===== src/verilog/trap_params.svh =====
////////////////////////////////////////////////////////////////////////////
// Global sizes of the trap pipeline: data width, interrupt line count,
// cause code width and the machine CSR addresses of the write port
////////////////////////////////////////////////////////////////////////////

`ifndef TRAP_PARAMS_SVH
`define TRAP_PARAMS_SVH

// Width of program counters, CSR words and CSR write data
`define TRAP_XLEN 32

// Number of interrupt request lines, also the width of mie
`define TRAP_NUM_IRQ 16

// Width of the exception or interrupt code kept in mcause
`define TRAP_CODE_W 5

// Machine mode CSR addresses decoded by the CSR write port
`define TRAP_CSR_MSTATUS 12'h300
`define TRAP_CSR_MIE 12'h304

`endif


===== src/verilog/trap_pkg.sv =====
////////////////////////////////////////////////////////////////////////////
// Shared types of the trap pipeline: exception cause codes, the mcause
// word with its two views, the stage record and the irq selection result
////////////////////////////////////////////////////////////////////////////

`include "trap_params.svh"

package trap_pkg;

  // Synchronous exception codes as they land in mcause
  // Code 12 is reused locally for an instruction bus error
  typedef enum logic [`TRAP_CODE_W-1:0] {
    CAUSE_INSTR_FAULT     = 5'd1,
    CAUSE_ILLEGAL         = 5'd2,
    CAUSE_BREAKPOINT      = 5'd3,
    CAUSE_ECALL_M         = 5'd11,
    CAUSE_INSTR_BUS_FAULT = 5'd12
  } cause_e;

  // Decoded view of mcause, interrupt flag in the MSB and code at the bottom
  typedef struct packed {
    logic                                  irq;
    logic [`TRAP_XLEN-`TRAP_CODE_W-2:0]    rsvd;
    logic [`TRAP_CODE_W-1:0]               code;
  } mcause_fld_t;

  // The same 32 bits seen as the raw CSR word or as flag plus code
  typedef union packed {
    logic [`TRAP_XLEN-1:0] raw;
    mcause_fld_t           fld;
  } mcause_u;

  // Decision made in stage 1 and carried to the CSR stage
  typedef struct packed {
    logic [`TRAP_XLEN-1:0]   pc;
    logic                    is_trap;
    logic                    is_irq;
    logic [`TRAP_CODE_W-1:0] code;
    logic                    is_mret;
  } trap_rec_t;

  // Result of the interrupt priority search
  // When hit is low the index carries no meaning
  typedef struct packed {
    logic                    hit;
    logic [`TRAP_CODE_W-1:0] idx;
  } irq_sel_t;

endpackage


===== src/verilog/retire_if.sv =====
////////////////////////////////////////////////////////////////////////////
// Valid/ready link that carries decided records from the detect stage
// to the CSR stage
////////////////////////////////////////////////////////////////////////////

`timescale 1ns/1ps

interface retire_if;

  // A record moves on a rising edge where valid and ready are both high
  // Once valid is raised it stays up and rec holds until that edge
  logic                valid;
  logic                ready;
  trap_pkg::trap_rec_t rec;

  // Producer side, owned by the detect stage
  modport src (
    output valid,
    output rec,
    input  ready
  );

  // Consumer side, owned by the CSR stage
  modport dst (
    input  valid,
    input  rec,
    output ready
  );

endinterface


===== src/verilog/trap_detect.sv =====
////////////////////////////////////////////////////////////////////////////
// Stage 1 of the trap pipeline: accepts retiring instructions, samples the
// interrupt lines and resolves the trap priority into a one-entry register
////////////////////////////////////////////////////////////////////////////

`timescale 1ns/1ps

`include "trap_params.svh"

module trap_detect (
  input  logic                     clk,
  input  logic                     rst_ni,

  // Retire stream with already decoded exception flags
  input  logic                     in_valid_i,
  output logic                     in_ready_o,
  input  logic [`TRAP_XLEN-1:0]    in_pc_i,
  input  logic                     in_mpu_err_i,
  input  logic                     in_bus_err_i,
  input  logic                     in_illegal_i,
  input  logic                     in_ecall_i,
  input  logic                     in_ebreak_i,
  input  logic                     in_mret_i,

  // Interrupt lines and their enables from the CSR stage
  input  logic [`TRAP_NUM_IRQ-1:0] irq_i,
  input  logic [`TRAP_NUM_IRQ-1:0] mie_i,
  input  logic                     irq_enable_i,
  output logic                     irq_ack_o,

  retire_if.src                    out_if
);

  logic                     started_q;
  logic                     valid_q;
  trap_pkg::trap_rec_t      rec_q;
  trap_pkg::trap_rec_t      rec_d;
  trap_pkg::irq_sel_t       irq_sel;
  logic [`TRAP_NUM_IRQ-1:0] irq_pend;
  logic                     irq_gate;
  logic                     accept;

  ////////////////////////////////////////////////////////////////////////////
  // Interrupt selection
  ////////////////////////////////////////////////////////////////////////////

  // A trap already waiting here will clear MIE on commit, so no second
  // interrupt may be taken behind it
  assign irq_gate = irq_enable_i & ~(valid_q & rec_q.is_trap);
  assign irq_pend = irq_i & mie_i & {`TRAP_NUM_IRQ{irq_gate}};

  // Walk from the top so the lowest pending line is written last and wins
  always_comb begin
    irq_sel = '0;
    for (int i = `TRAP_NUM_IRQ - 1; i >= 0; i--) begin
      if (irq_pend[i]) begin
        irq_sel.hit = 1'b1;
        irq_sel.idx = i[`TRAP_CODE_W-1:0];
      end
    end
  end

  ////////////////////////////////////////////////////////////////////////////
  // Priority resolution
  ////////////////////////////////////////////////////////////////////////////

  // An interrupt replaces the instruction, then exceptions in fixed order
  // MRET only counts when nothing else fires
  always_comb begin
    rec_d         = '0;
    rec_d.pc      = in_pc_i;
    rec_d.is_trap = 1'b1;
    if (irq_sel.hit) begin
      rec_d.is_irq = 1'b1;
      rec_d.code   = irq_sel.idx;
    end else if (in_mpu_err_i) begin
      rec_d.code = trap_pkg::CAUSE_INSTR_FAULT;
    end else if (in_bus_err_i) begin
      rec_d.code = trap_pkg::CAUSE_INSTR_BUS_FAULT;
    end else if (in_illegal_i) begin
      rec_d.code = trap_pkg::CAUSE_ILLEGAL;
    end else if (in_ecall_i) begin
      rec_d.code = trap_pkg::CAUSE_ECALL_M;
    end else if (in_ebreak_i) begin
      rec_d.code = trap_pkg::CAUSE_BREAKPOINT;
    end else begin
      rec_d.is_trap = 1'b0;
      rec_d.is_mret = in_mret_i;
    end
  end

  ////////////////////////////////////////////////////////////////////////////
  // Stage register and handshakes
  ////////////////////////////////////////////////////////////////////////////

  // Ready only after the first edge out of reset, then whenever the entry
  // is free or leaves in this cycle
  assign in_ready_o = started_q & (~valid_q | out_if.ready);
  assign accept     = in_valid_i & in_ready_o;

  // The acknowledge marks the instruction that was turned into an interrupt
  assign irq_ack_o = accept & irq_sel.hit;

  always_ff @(posedge clk or negedge rst_ni) begin
    if (!rst_ni) begin
      started_q <= 1'b0;
      valid_q   <= 1'b0;
    end else begin
      started_q <= 1'b1;
      if (accept) begin
        valid_q <= 1'b1;
      end else if (out_if.ready) begin
        valid_q <= 1'b0;
      end
    end
  end

  always_ff @(posedge clk) begin
    if (accept) begin
      rec_q <= rec_d;
    end
  end

  assign out_if.valid = valid_q;
  assign out_if.rec   = rec_q;

endmodule


===== src/verilog/trap_csr.sv =====
////////////////////////////////////////////////////////////////////////////
// Stage 2 of the trap pipeline: machine trap CSRs, record commit, the CSR
// write port and the one-entry trap report register with valid/ready
////////////////////////////////////////////////////////////////////////////

`timescale 1ns/1ps

`include "trap_params.svh"

module trap_csr (
  input  logic                     clk,
  input  logic                     rst_ni,

  // Decided records from the detect stage
  retire_if.dst                    in_if,

  // CSR write port for mstatus and mie
  input  logic                     csr_we_i,
  input  logic [11:0]              csr_addr_i,
  input  logic [`TRAP_XLEN-1:0]    csr_wdata_i,

  // Trap report handshake
  output logic                     trap_valid_o,
  input  logic                     trap_ready_i,
  output logic [`TRAP_XLEN-1:0]    trap_pc_o,
  output trap_pkg::mcause_u        trap_mcause_o,

  // Interrupt permission back to stage 1
  output logic                     irq_enable_o,

  // Architectural CSR state
  output logic [`TRAP_XLEN-1:0]    mepc_o,
  output trap_pkg::mcause_u        mcause_o,
  output logic                     mstatus_mie_o,
  output logic                     mstatus_mpie_o,
  output logic [`TRAP_NUM_IRQ-1:0] mie_o
);

  // Bit positions of MIE and MPIE inside the mstatus word
  localparam int unsigned mstatus_mie_pos  = 3;
  localparam int unsigned mstatus_mpie_pos = 7;

  logic [`TRAP_XLEN-1:0]    mepc_q;
  trap_pkg::mcause_u        mcause_q;
  trap_pkg::mcause_u        mcause_d;
  logic                     mstatus_mie_q;
  logic                     mstatus_mpie_q;
  logic [`TRAP_NUM_IRQ-1:0] mie_q;

  logic                     out_valid_q;
  logic [`TRAP_XLEN-1:0]    out_pc_q;
  trap_pkg::mcause_u        out_cause_q;

  logic                     commit;
  logic                     commit_trap;
  logic                     commit_mret;
  logic                     csr_wr;

  ////////////////////////////////////////////////////////////////////////////
  // Commit control
  ////////////////////////////////////////////////////////////////////////////

  // A stalled report freezes the whole stage, so CSRs never run ahead of it
  assign in_if.ready = ~out_valid_q | trap_ready_i;
  assign commit      = in_if.valid & in_if.ready;
  assign commit_trap = commit & in_if.rec.is_trap;
  assign commit_mret = commit & in_if.rec.is_mret;

  // Software writes lose against any record commit in the same cycle
  assign csr_wr = csr_we_i & ~commit;

  // New mcause is assembled through its decoded view
  always_comb begin
    mcause_d          = '0;
    mcause_d.fld.irq  = in_if.rec.is_irq;
    mcause_d.fld.code = in_if.rec.code;
  end

  ////////////////////////////////////////////////////////////////////////////
  // Machine trap CSRs
  ////////////////////////////////////////////////////////////////////////////

  always_ff @(posedge clk or negedge rst_ni) begin
    if (!rst_ni) begin
      mepc_q         <= '0;
      mcause_q       <= '0;
      mstatus_mie_q  <= 1'b0;
      mstatus_mpie_q <= 1'b0;
      mie_q          <= '0;
    end else if (commit_trap) begin
      // Trap entry saves the pc and cause and stacks the interrupt enable
      mepc_q         <= in_if.rec.pc;
      mcause_q       <= mcause_d;
      mstatus_mpie_q <= mstatus_mie_q;
      mstatus_mie_q  <= 1'b0;
    end else if (commit_mret) begin
      // Return pops the stacked enable and leaves MPIE set
      mstatus_mie_q  <= mstatus_mpie_q;
      mstatus_mpie_q <= 1'b1;
    end else if (csr_wr) begin
      if (csr_addr_i == `TRAP_CSR_MSTATUS) begin
        mstatus_mie_q  <= csr_wdata_i[mstatus_mie_pos];
        mstatus_mpie_q <= csr_wdata_i[mstatus_mpie_pos];
      end
      if (csr_addr_i == `TRAP_CSR_MIE) begin
        mie_q <= csr_wdata_i[`TRAP_NUM_IRQ-1:0];
      end
    end
  end

  ////////////////////////////////////////////////////////////////////////////
  // Trap report register
  ////////////////////////////////////////////////////////////////////////////

  // A trap can load while the previous report drains in the same cycle
  always_ff @(posedge clk or negedge rst_ni) begin
    if (!rst_ni) begin
      out_valid_q <= 1'b0;
    end else if (commit_trap) begin
      out_valid_q <= 1'b1;
    end else if (trap_ready_i) begin
      out_valid_q <= 1'b0;
    end
  end

  always_ff @(posedge clk) begin
    if (commit_trap) begin
      out_pc_q    <= in_if.rec.pc;
      out_cause_q <= mcause_d;
    end
  end

  // No interrupt while MIE is off or a taken trap is still being reported
  assign irq_enable_o = mstatus_mie_q & ~out_valid_q;

  assign trap_valid_o   = out_valid_q;
  assign trap_pc_o      = out_pc_q;
  assign trap_mcause_o  = out_cause_q;
  assign mepc_o         = mepc_q;
  assign mcause_o       = mcause_q;
  assign mstatus_mie_o  = mstatus_mie_q;
  assign mstatus_mpie_o = mstatus_mpie_q;
  assign mie_o          = mie_q;

endmodule


===== src/verilog/trap_top.sv =====
////////////////////////////////////////////////////////////////////////////
// Top level of the trap pipeline: detect stage, CSR stage and the
// record link between them, brought out on plain ports
////////////////////////////////////////////////////////////////////////////

`timescale 1ns/1ps

`include "trap_params.svh"

module trap_top (
  input  logic                     clk,
  input  logic                     rst_ni,

  // Retire stream
  input  logic                     in_valid_i,
  output logic                     in_ready_o,
  input  logic [`TRAP_XLEN-1:0]    in_pc_i,
  input  logic                     in_mpu_err_i,
  input  logic                     in_bus_err_i,
  input  logic                     in_illegal_i,
  input  logic                     in_ecall_i,
  input  logic                     in_ebreak_i,
  input  logic                     in_mret_i,

  // Interrupt lines
  input  logic [`TRAP_NUM_IRQ-1:0] irq_i,

  // CSR write port
  input  logic                     csr_we_i,
  input  logic [11:0]              csr_addr_i,
  input  logic [`TRAP_XLEN-1:0]    csr_wdata_i,

  // Trap report
  output logic                     trap_valid_o,
  input  logic                     trap_ready_i,
  output logic [`TRAP_XLEN-1:0]    trap_pc_o,
  output logic [`TRAP_XLEN-1:0]    trap_mcause_o,
  output logic                     irq_ack_o,

  // CSR state
  output logic [`TRAP_XLEN-1:0]    mepc_o,
  output logic [`TRAP_XLEN-1:0]    mcause_o,
  output logic                     mstatus_mie_o,
  output logic                     mstatus_mpie_o,
  output logic [`TRAP_NUM_IRQ-1:0] mie_o
);

  logic              irq_enable;
  trap_pkg::mcause_u csr_mcause;
  trap_pkg::mcause_u trap_cause;

  retire_if stage_if ();

  trap_detect u_detect (
    .clk          (clk),
    .rst_ni       (rst_ni),
    .in_valid_i   (in_valid_i),
    .in_ready_o   (in_ready_o),
    .in_pc_i      (in_pc_i),
    .in_mpu_err_i (in_mpu_err_i),
    .in_bus_err_i (in_bus_err_i),
    .in_illegal_i (in_illegal_i),
    .in_ecall_i   (in_ecall_i),
    .in_ebreak_i  (in_ebreak_i),
    .in_mret_i    (in_mret_i),
    .irq_i        (irq_i),
    .mie_i        (mie_o),
    .irq_enable_i (irq_enable),
    .irq_ack_o    (irq_ack_o),
    .out_if       (stage_if.src)
  );

  trap_csr u_csr (
    .clk            (clk),
    .rst_ni         (rst_ni),
    .in_if          (stage_if.dst),
    .csr_we_i       (csr_we_i),
    .csr_addr_i     (csr_addr_i),
    .csr_wdata_i    (csr_wdata_i),
    .trap_valid_o   (trap_valid_o),
    .trap_ready_i   (trap_ready_i),
    .trap_pc_o      (trap_pc_o),
    .trap_mcause_o  (trap_cause),
    .irq_enable_o   (irq_enable),
    .mepc_o         (mepc_o),
    .mcause_o       (csr_mcause),
    .mstatus_mie_o  (mstatus_mie_o),
    .mstatus_mpie_o (mstatus_mpie_o),
    .mie_o          (mie_o)
  );

  // Outside the core mcause is only seen as the raw CSR word
  assign mcause_o      = csr_mcause.raw;
  assign trap_mcause_o = trap_cause.raw;

endmodule


===== config.mk =====
export PLATFORM = sky130hd
export DESIGN_NAME = trap_top
export DESIGN_NICKNAME = d
export VERILOG_FILES = /design/src/verilog/trap_pkg.sv /design/src/verilog/retire_if.sv /design/src/verilog/trap_detect.sv /design/src/verilog/trap_csr.sv /design/src/verilog/trap_top.sv
export VERILOG_INCLUDE_DIRS = /design/src /design/src/verilog
export SDC_FILE = /design/constraint.sdc
export NUM_CORES = 1
export LEC_CHECK = 0
export ABC_AREA = 1
export BUFFER_PORTS_ARGS = -buffer_cell sky130_fd_sc_hd__clkbuf_2
export CAP_MARGIN = 40
export CORE_MARGIN = 4
export CORE_UTILIZATION = 47
export CTS_CLUSTER_DIAMETER = 120
export DETAILED_ROUTE_END_ITERATION = 16
export PLACE_DENSITY_LB_ADDON = 0.25
export SLEW_MARGIN = 20
export SYNTH_ARGS = -nofsm -noshare
export SYNTH_HDL_FRONTEND = slang
export SYNTH_SLANG_ARGS = --single-unit

===== constraint.sdc =====
create_clock -name clk -period 3.7 [get_ports clk]
set_input_delay 0.185 -clock clk [delete_from_list [all_inputs] [get_ports clk]]
set_output_delay 0.185 -clock clk [all_outputs]
set_load 0.02 [all_outputs]

### Word level (Yosys, flattened, before mapping)

Index checks and enable logic that the tools add are counted.

* flip-flop bits (word level): 137
* bits in latches: 0
* memory bits (writable): 0
* memory bits (read-only): 0
* input bits: 103
* output and inout port bits: 149
* logic and storage cells: 81
* memories kept: 0

* add/sub/neg operators: 0
* $mul: 0
* div/mod/pow operators: 0
* magnitude comparators: 0
* equal/unequal tests: 2
* shift-type cells: 0
* multiplexer cells: 36
* bitwise logic cells: 20
* reductions and logical operators: 8

Operators by type and width (count)
* $mux W6: 16
* $and A16 B16 Y16: 2
* $mux W5: 5
* $eq A12 B10 Y1 const B: 2
* $mux W1: 14
* $and A1 B1 Y1: 10
* $not A1 Y1: 6
* $reduce_bool A3 Y1: 2
* $reduce_or A6 Y1: 1
* $reduce_or A5 Y1: 1
* $reduce_and A4 Y1: 1
* $reduce_bool A2 Y1: 2
* $mux W2: 1
* $or A1 B1 Y1: 2
* $reduce_and A2 Y1: 1

### Depth between registers and ports, before layout

* depth in word-level cells: 21
* mapped depth: 17

### By module

A second synthesis with hierarchy kept.

* cells, all modules: 505
* area, all modules: 5645.4 um^2

Modules (own cells, without submodules)
* trap_csr: instances 1, cells each 366, area each 3903.7 um^2, seq. area each 2567.5 um^2
* trap_detect: instances 1, cells each 139, area each 1741.7 um^2, seq. area each 1221.2 um^2

### Worst setup path before layout

Ideal clock, no wire load.

* kind: register -> register
* start point: reg u_csr.out_valid_q (netlist: u_csr.trap_valid_o)
* end point: reg u_detect.rec_q (netlist bit u_detect.out_if.rec[0]) (enable)
* library setup time: 435 ps
* data arrival time: 2509 ps
* required time: 3265 ps
* setup slack: 755 ps
* cell stages (with the launch flop): 8
* buffers on the path: 0
* period minus slack after synthesis: 2945 ps
* cell sequence: dfrtp_1 > inv_2 > nor2_1 > inv_1 > nor2_1 > inv_1 > nand2_1 > nor2_1

* longest elaborated chain between the ends: 5

RTL lines
* start: declaration: RTL line trap_csr.sv:50 `logic out_valid_q;`
* start signal: assignment: RTL line trap_csr.sv:118 `out_valid_q <= 1'b0;`
* start signal: assignment: RTL line trap_csr.sv:120 `out_valid_q <= 1'b1;`
* start signal: assignment: RTL line trap_csr.sv:122 `out_valid_q <= 1'b0;`
* $not A1 Y1: RTL line trap_csr.sv:64 `assign in_if.ready = ~out_valid_q | trap_ready_i;`
* $or A1 B1 Y1: RTL line trap_csr.sv:64
* $or A1 B1 Y1: RTL line trap_detect.sv:98 `assign in_ready_o = started_q & (~valid_q | out_if.ready);`
* $and A1 B1 Y1: RTL line trap_detect.sv:98
* $and A1 B1 Y1: RTL line trap_detect.sv:99 `assign accept = in_valid_i & in_ready_o;`
* via u_detect.accept: RTL line trap_detect.sv:41 `logic accept;`
* end signal: assignment: RTL line trap_detect.sv:120 `rec_q <= rec_d;`
* end: declaration: RTL line trap_detect.sv:36 `trap_pkg::trap_rec_t rec_q;`

The timed path passes the listed nets, and every way through them passes these cells.
A chain may end at the register's enable or synchronous reset.

### Final worst setup path

* start point: reg u_detect.rec_q (netlist bit u_detect.out_if.rec[7])
* end point: out irq_ack_o

* longest elaborated chain between the ends: 21

RTL lines
* $and A1 B1 Y1 (*): RTL line trap_detect.sv:49 `assign irq_gate = irq_enable_i & ~(valid_q & rec_q.is_trap);`
* $not A1 Y1 (*): RTL line trap_detect.sv:49
* $and A1 B1 Y1 (*): RTL line trap_detect.sv:49
* $and A16 B16 Y16 (*): RTL line trap_detect.sv:50 `` assign irq_pend = irq_i & mie_i & {`TRAP_NUM_IRQ{irq_gate}}; ``
* $mux W6 (15 in a row): RTL line trap_detect.sv:56 `if (irq_pend[i]) begin`
* $mux W6 (*): RTL line trap_detect.sv:56
* $and A1 B1 Y1 (*): RTL line trap_detect.sv:102 `assign irq_ack_o = accept & irq_sel.hit;`
* end: declaration: RTL line trap_top.sv:38 `output logic irq_ack_o,`

Mark *: on every way between the ends. The rest lies on a longest branch, timed or not.

==> results.md <==
- The maximum clock frequency is approximately 450 MHz.
- In the post-route analysis, the smallest setup slack over all paths is ~1.5 ns.
- After floorplanning, the core was divided into 39 placement rows.
- The growth of design area from synthesis to finish is 35.1%.
- Sorting the synthesized cells by how often they occur yields nand2_1 (156), edfxtp_1 (76), dfrtp_1 (58).
- The final weighted congestion in routability-driven placement is between 0.7 and 0.8.
- The initial antenna violation count is 0.
- The overall die width is approximately 120 um.
- The setup total negative slack is 0 ns.
- Detailed placement ended at an HPWL of ~8.3 mm.
- The async set-reset flop share out of synthesis is 0.433.
- The tree built by TritonCTS fans out to 134 sinks.
- In this run the standard cell core region covers approximately 11000 um^2.
- The total power draw is 3.93 mW.
- The worst setup slack before clock tree synthesis is between 1.5 and 2 ns.
- The sort of element at the start of the critical path is a flop.
- The die is 116 um tall.
- STA classifies the critical path endpoint as an output port.
- The clock skew after layout is roughly 0.005 ns.
- Dividing the detail-routed wire length by the instance count gives roughly 14 um.
- Once placement finished, the instance area stood at ~6400 um^2.
- The H-tree depth is 4.
- For this run the aggregate overflow at the end of global routing stands at 0.
- The critical path in this run is classified as reg -> out.
- Post-CTS repair changed the size of 0 cells.
- The analysis attributes to cell leakage a power of 3.67 nW.
- Pin placement for this block handled approximately 250 I/O pins.
- The run finished with clean final reports.
- The power density relative to cell area is approximately 530 nW/um^2.
- The number of enable flip-flop cells after synthesis is 76.
- For this run, the register share of the synthesized area comes to 0.681.
- The count of endpoints failing setup in the final report is 0.
- Across the run, the number of max-cap violations was 0.
- The die area is about 13000 um^2.
- The slew at the pin with the worst max-slew slack is between 0.6 and 0.7 ns.
- Summing all non-filler instances in the final layout gives an area of approximately 7400 um^2.
- Yosys attributes the largest share of cell area to edfxtp_1 (42%), dfrtp_1 (26%), nand2_1 (11%).
- Synthesis inferred between 100 and 150 register bits.
- The number of cells produced by synthesis is ~460.
- The clock insertion delay at the later pin of the skew report is 0.41 ns.
- The number of global-route vias before repair was between 3000 and 4000.
- The detailed router finished its first iteration with ~260 violations.
- The smallest clock period supported by the final layout is computed as 2.23 ns.
- The largest buffer count on any clock path is 2.
- Of the cells placed in the final design, the portion with a size suffix greater than 1 is 0.343.
- The final standard cell utilization of the core is 0.648.
- The effective utilization at floorplan is 0.480.
- The filler cell count is approximately 910.
- The count of synthesis-stage warnings from yosys is 0.
- The via count of the routed design is a little under 4000.
- Among all flip-flop cells after synthesis, the most frequent one is edfxtp_1.
- The routed design has approximately 12 mm of wire.
- The first global-routing pass estimated 19.1 mm of wire.
- The overall fraction of global-route tracks in use is 0.187.
- The top cell type by total area after synthesis is edfxtp_1.
- For this run, design rule violations remaining after detail routing come to 0.
- The TritonCTS clock tree is built.
- The master cell of the clock root buffer is clkbuf_16.
- The peak fanout along the critical path is 8.
- The largest net degree at the start of global routing is 76.
- Setup repair after global routing left no endpoint under its margin.
- Data on the critical path is required at its endpoint by around 3.5 ns.
- Summing all flip-flop and latch instances after layout gives approximately 3700 um^2.
- The final net count is approximately 810.
- The max-slew violation count is 0.
- The remaining antenna violation count is 0.
- The maximum vdd ir drop is roughly 0.00041 V.
- The multi-input combinational cells in the finished layout cover a total of 1400 um^2.
- Of the available clock period, the critical path in the final layout requires 0.602.
- Dividing the synthesized area by the synthesized cell count gives ~12 um^2.
- Summing every instance area after synthesis gives about 5500 um^2.
- The antenna cell count is 0.
- The cell with the most instances after synthesis is nand2_1.
- The number of clock buffers added by TritonCTS is 17.
- The first TritonRoute pass finished after 4 iterations.
- The path type of the worst min-delay path is in -> reg.
- The worst path arrival time is 2.04 ns.
- The number of unique standard cell types used by synthesis is 37.
- The final-report hold violation count is 0.
- The clock transition time at the flip-flop clock pins of the worst setup and hold paths is ~0.050 ns.
- After detailed routing, the number of vias per cell comes to roughly 4.5.
- Port buffering added approximately 180 buffers.
- The worst pin sits at a relative slew slack of 0.562.
- The share of synthesized area in the top cell type comes to 0.417.
==> path summary, 6_finish.rpt <==
path / depth (start not counted) / slack (ns) / start / end
min in group asynchronous: 2 / 0.34 / rst_ni / u_csr.mepc_o[3]
min: 2 / 0.02 / csr_wdata_i[5] / u_csr.mie_o[5]
max: 9 / 1.47 / u_detect.out_if.rec[7] / irq_ack_o
min reg2reg: 0 / 0.44 / u_detect.out_if.rec[9] / u_csr.trap_pc_o[1]
max reg2reg: 8 / 1.60 / u_csr.trap_valid_o / u_detect.out_if.rec[15]
max in group asynchronous: 3 / 2.48 / rst_ni / u_csr.mepc_o[7]
==> layout by cell type, fill, tap and decap left out, types with 2 or more instances in the layout <==
master	count
inv_1	24
nor2_2	2
conb_1	55
nand2_2	2
nand3_4	2
dfrtp_1	58
clkbuf_1	6
edfxtp_1	76
clkinvlp_4	2
nand3_2	5
clkbuf_16	17
nand3_1	7
buf_4	4
nor2_1	15
mux2_2	7
o21ai_0	6
clkinv_2	3
dlygate4sd3_1	46
nor2_4	2
nand2_1	156
inv_2	4
nand4_1	2
nor3_2	2
nor3_1	3
mux2_1	8
clkbuf_2	180
bufinv_16	2
==> repair_timing <==
| item | CTS | global route |
|---|---|---|
| buffers inserted | 0 | 0 |
| hold buffers | 44 | 2 |
| endpoints found under the hold margin | 71 | 2 |
| setup endpoints to repair | 0 | 0 |
==> kinds of logic (layout without fill, tap and decap cells) <==
| logic type | after synthesis | after routing | synth area share |
|---|---|---|---|
| multiplexers | 15 | 15 | 0.0308 |
| buffers and inverters | 92 | 293 | 0.103 |
| AO/OA/AOI/OAI | 16 | 16 | 0.0208 |
| other | 2 | 55 | 0.00137 |
| AND/OR/NAND/NOR | 202 | 202 | 0.163 |
| flip-flops | 134 | 134 | 0.681 |
==> per-layer routing <==
layer	share of wire	up-vias	global-route usage
met4	0.015	0	0.0789
li1	-	1888	-
met3	0.079	16	0.0585
met5	0	-	0
met2	0.52	143	0.319
met1	0.38	1821	0.220
==> sequential cells by signal (all words and copies together), names as in the netlist <==
name and cells:
u_csr.mepc_o 32, u_csr.mstatus_mpie_o 1, u_detect.out_if.valid 1, u_csr.trap_mcause_o 5, u_csr.mie_o 16, u_csr.trap_pc_o 32, u_csr.mstatus_mie_o 1, u_detect.out_if.rec 39
u_detect.started_q 1, u_csr.trap_valid_o 1, u_csr.mcause_o 5
==> where the power goes <==
group	switching [mW]	leakage, nW	internal (mW)
registers	0.0691	1.45	1.72
logic	0.371	1.95	0.185
clock network	0.583	0.269	1.01
==> layout make-up <==
class	instances	share of cell area
inverters	29	0.0150
multi-input cells	288	0.188
repair buffers	232	0.192
flip-flops and latches	134	0.504
clock buffers	24	0.0624
clock inverters	8	0.0134
well taps	143	0.0242
==> critical path, cell delays in order, from the launching register on <==
cell	delay [ns]
edfxtp_1	0.39
nand2_2	0.16
nand3_4	0.15
inv_4	0.14
nand3_1	0.10
nand3_1	0.13
nor3_2	0.06
and2_4	0.18
nor3_1	0.13
clkbuf_2	0.20
==> per-stage QoR <==
| step | hold WS, ns | std cells |
|---|---|---|
| floorplan | -0.111 | 514 |
| global placement | 0.251 | 779 |
| detailed placement | 0.252 | 779 |
| CTS | 0.00166 | 855 |
| global route | 0.0181 | 858 |
| finish | 0.0207 | 858 |
No activity file was read; power rests on OpenSTA's default activity.
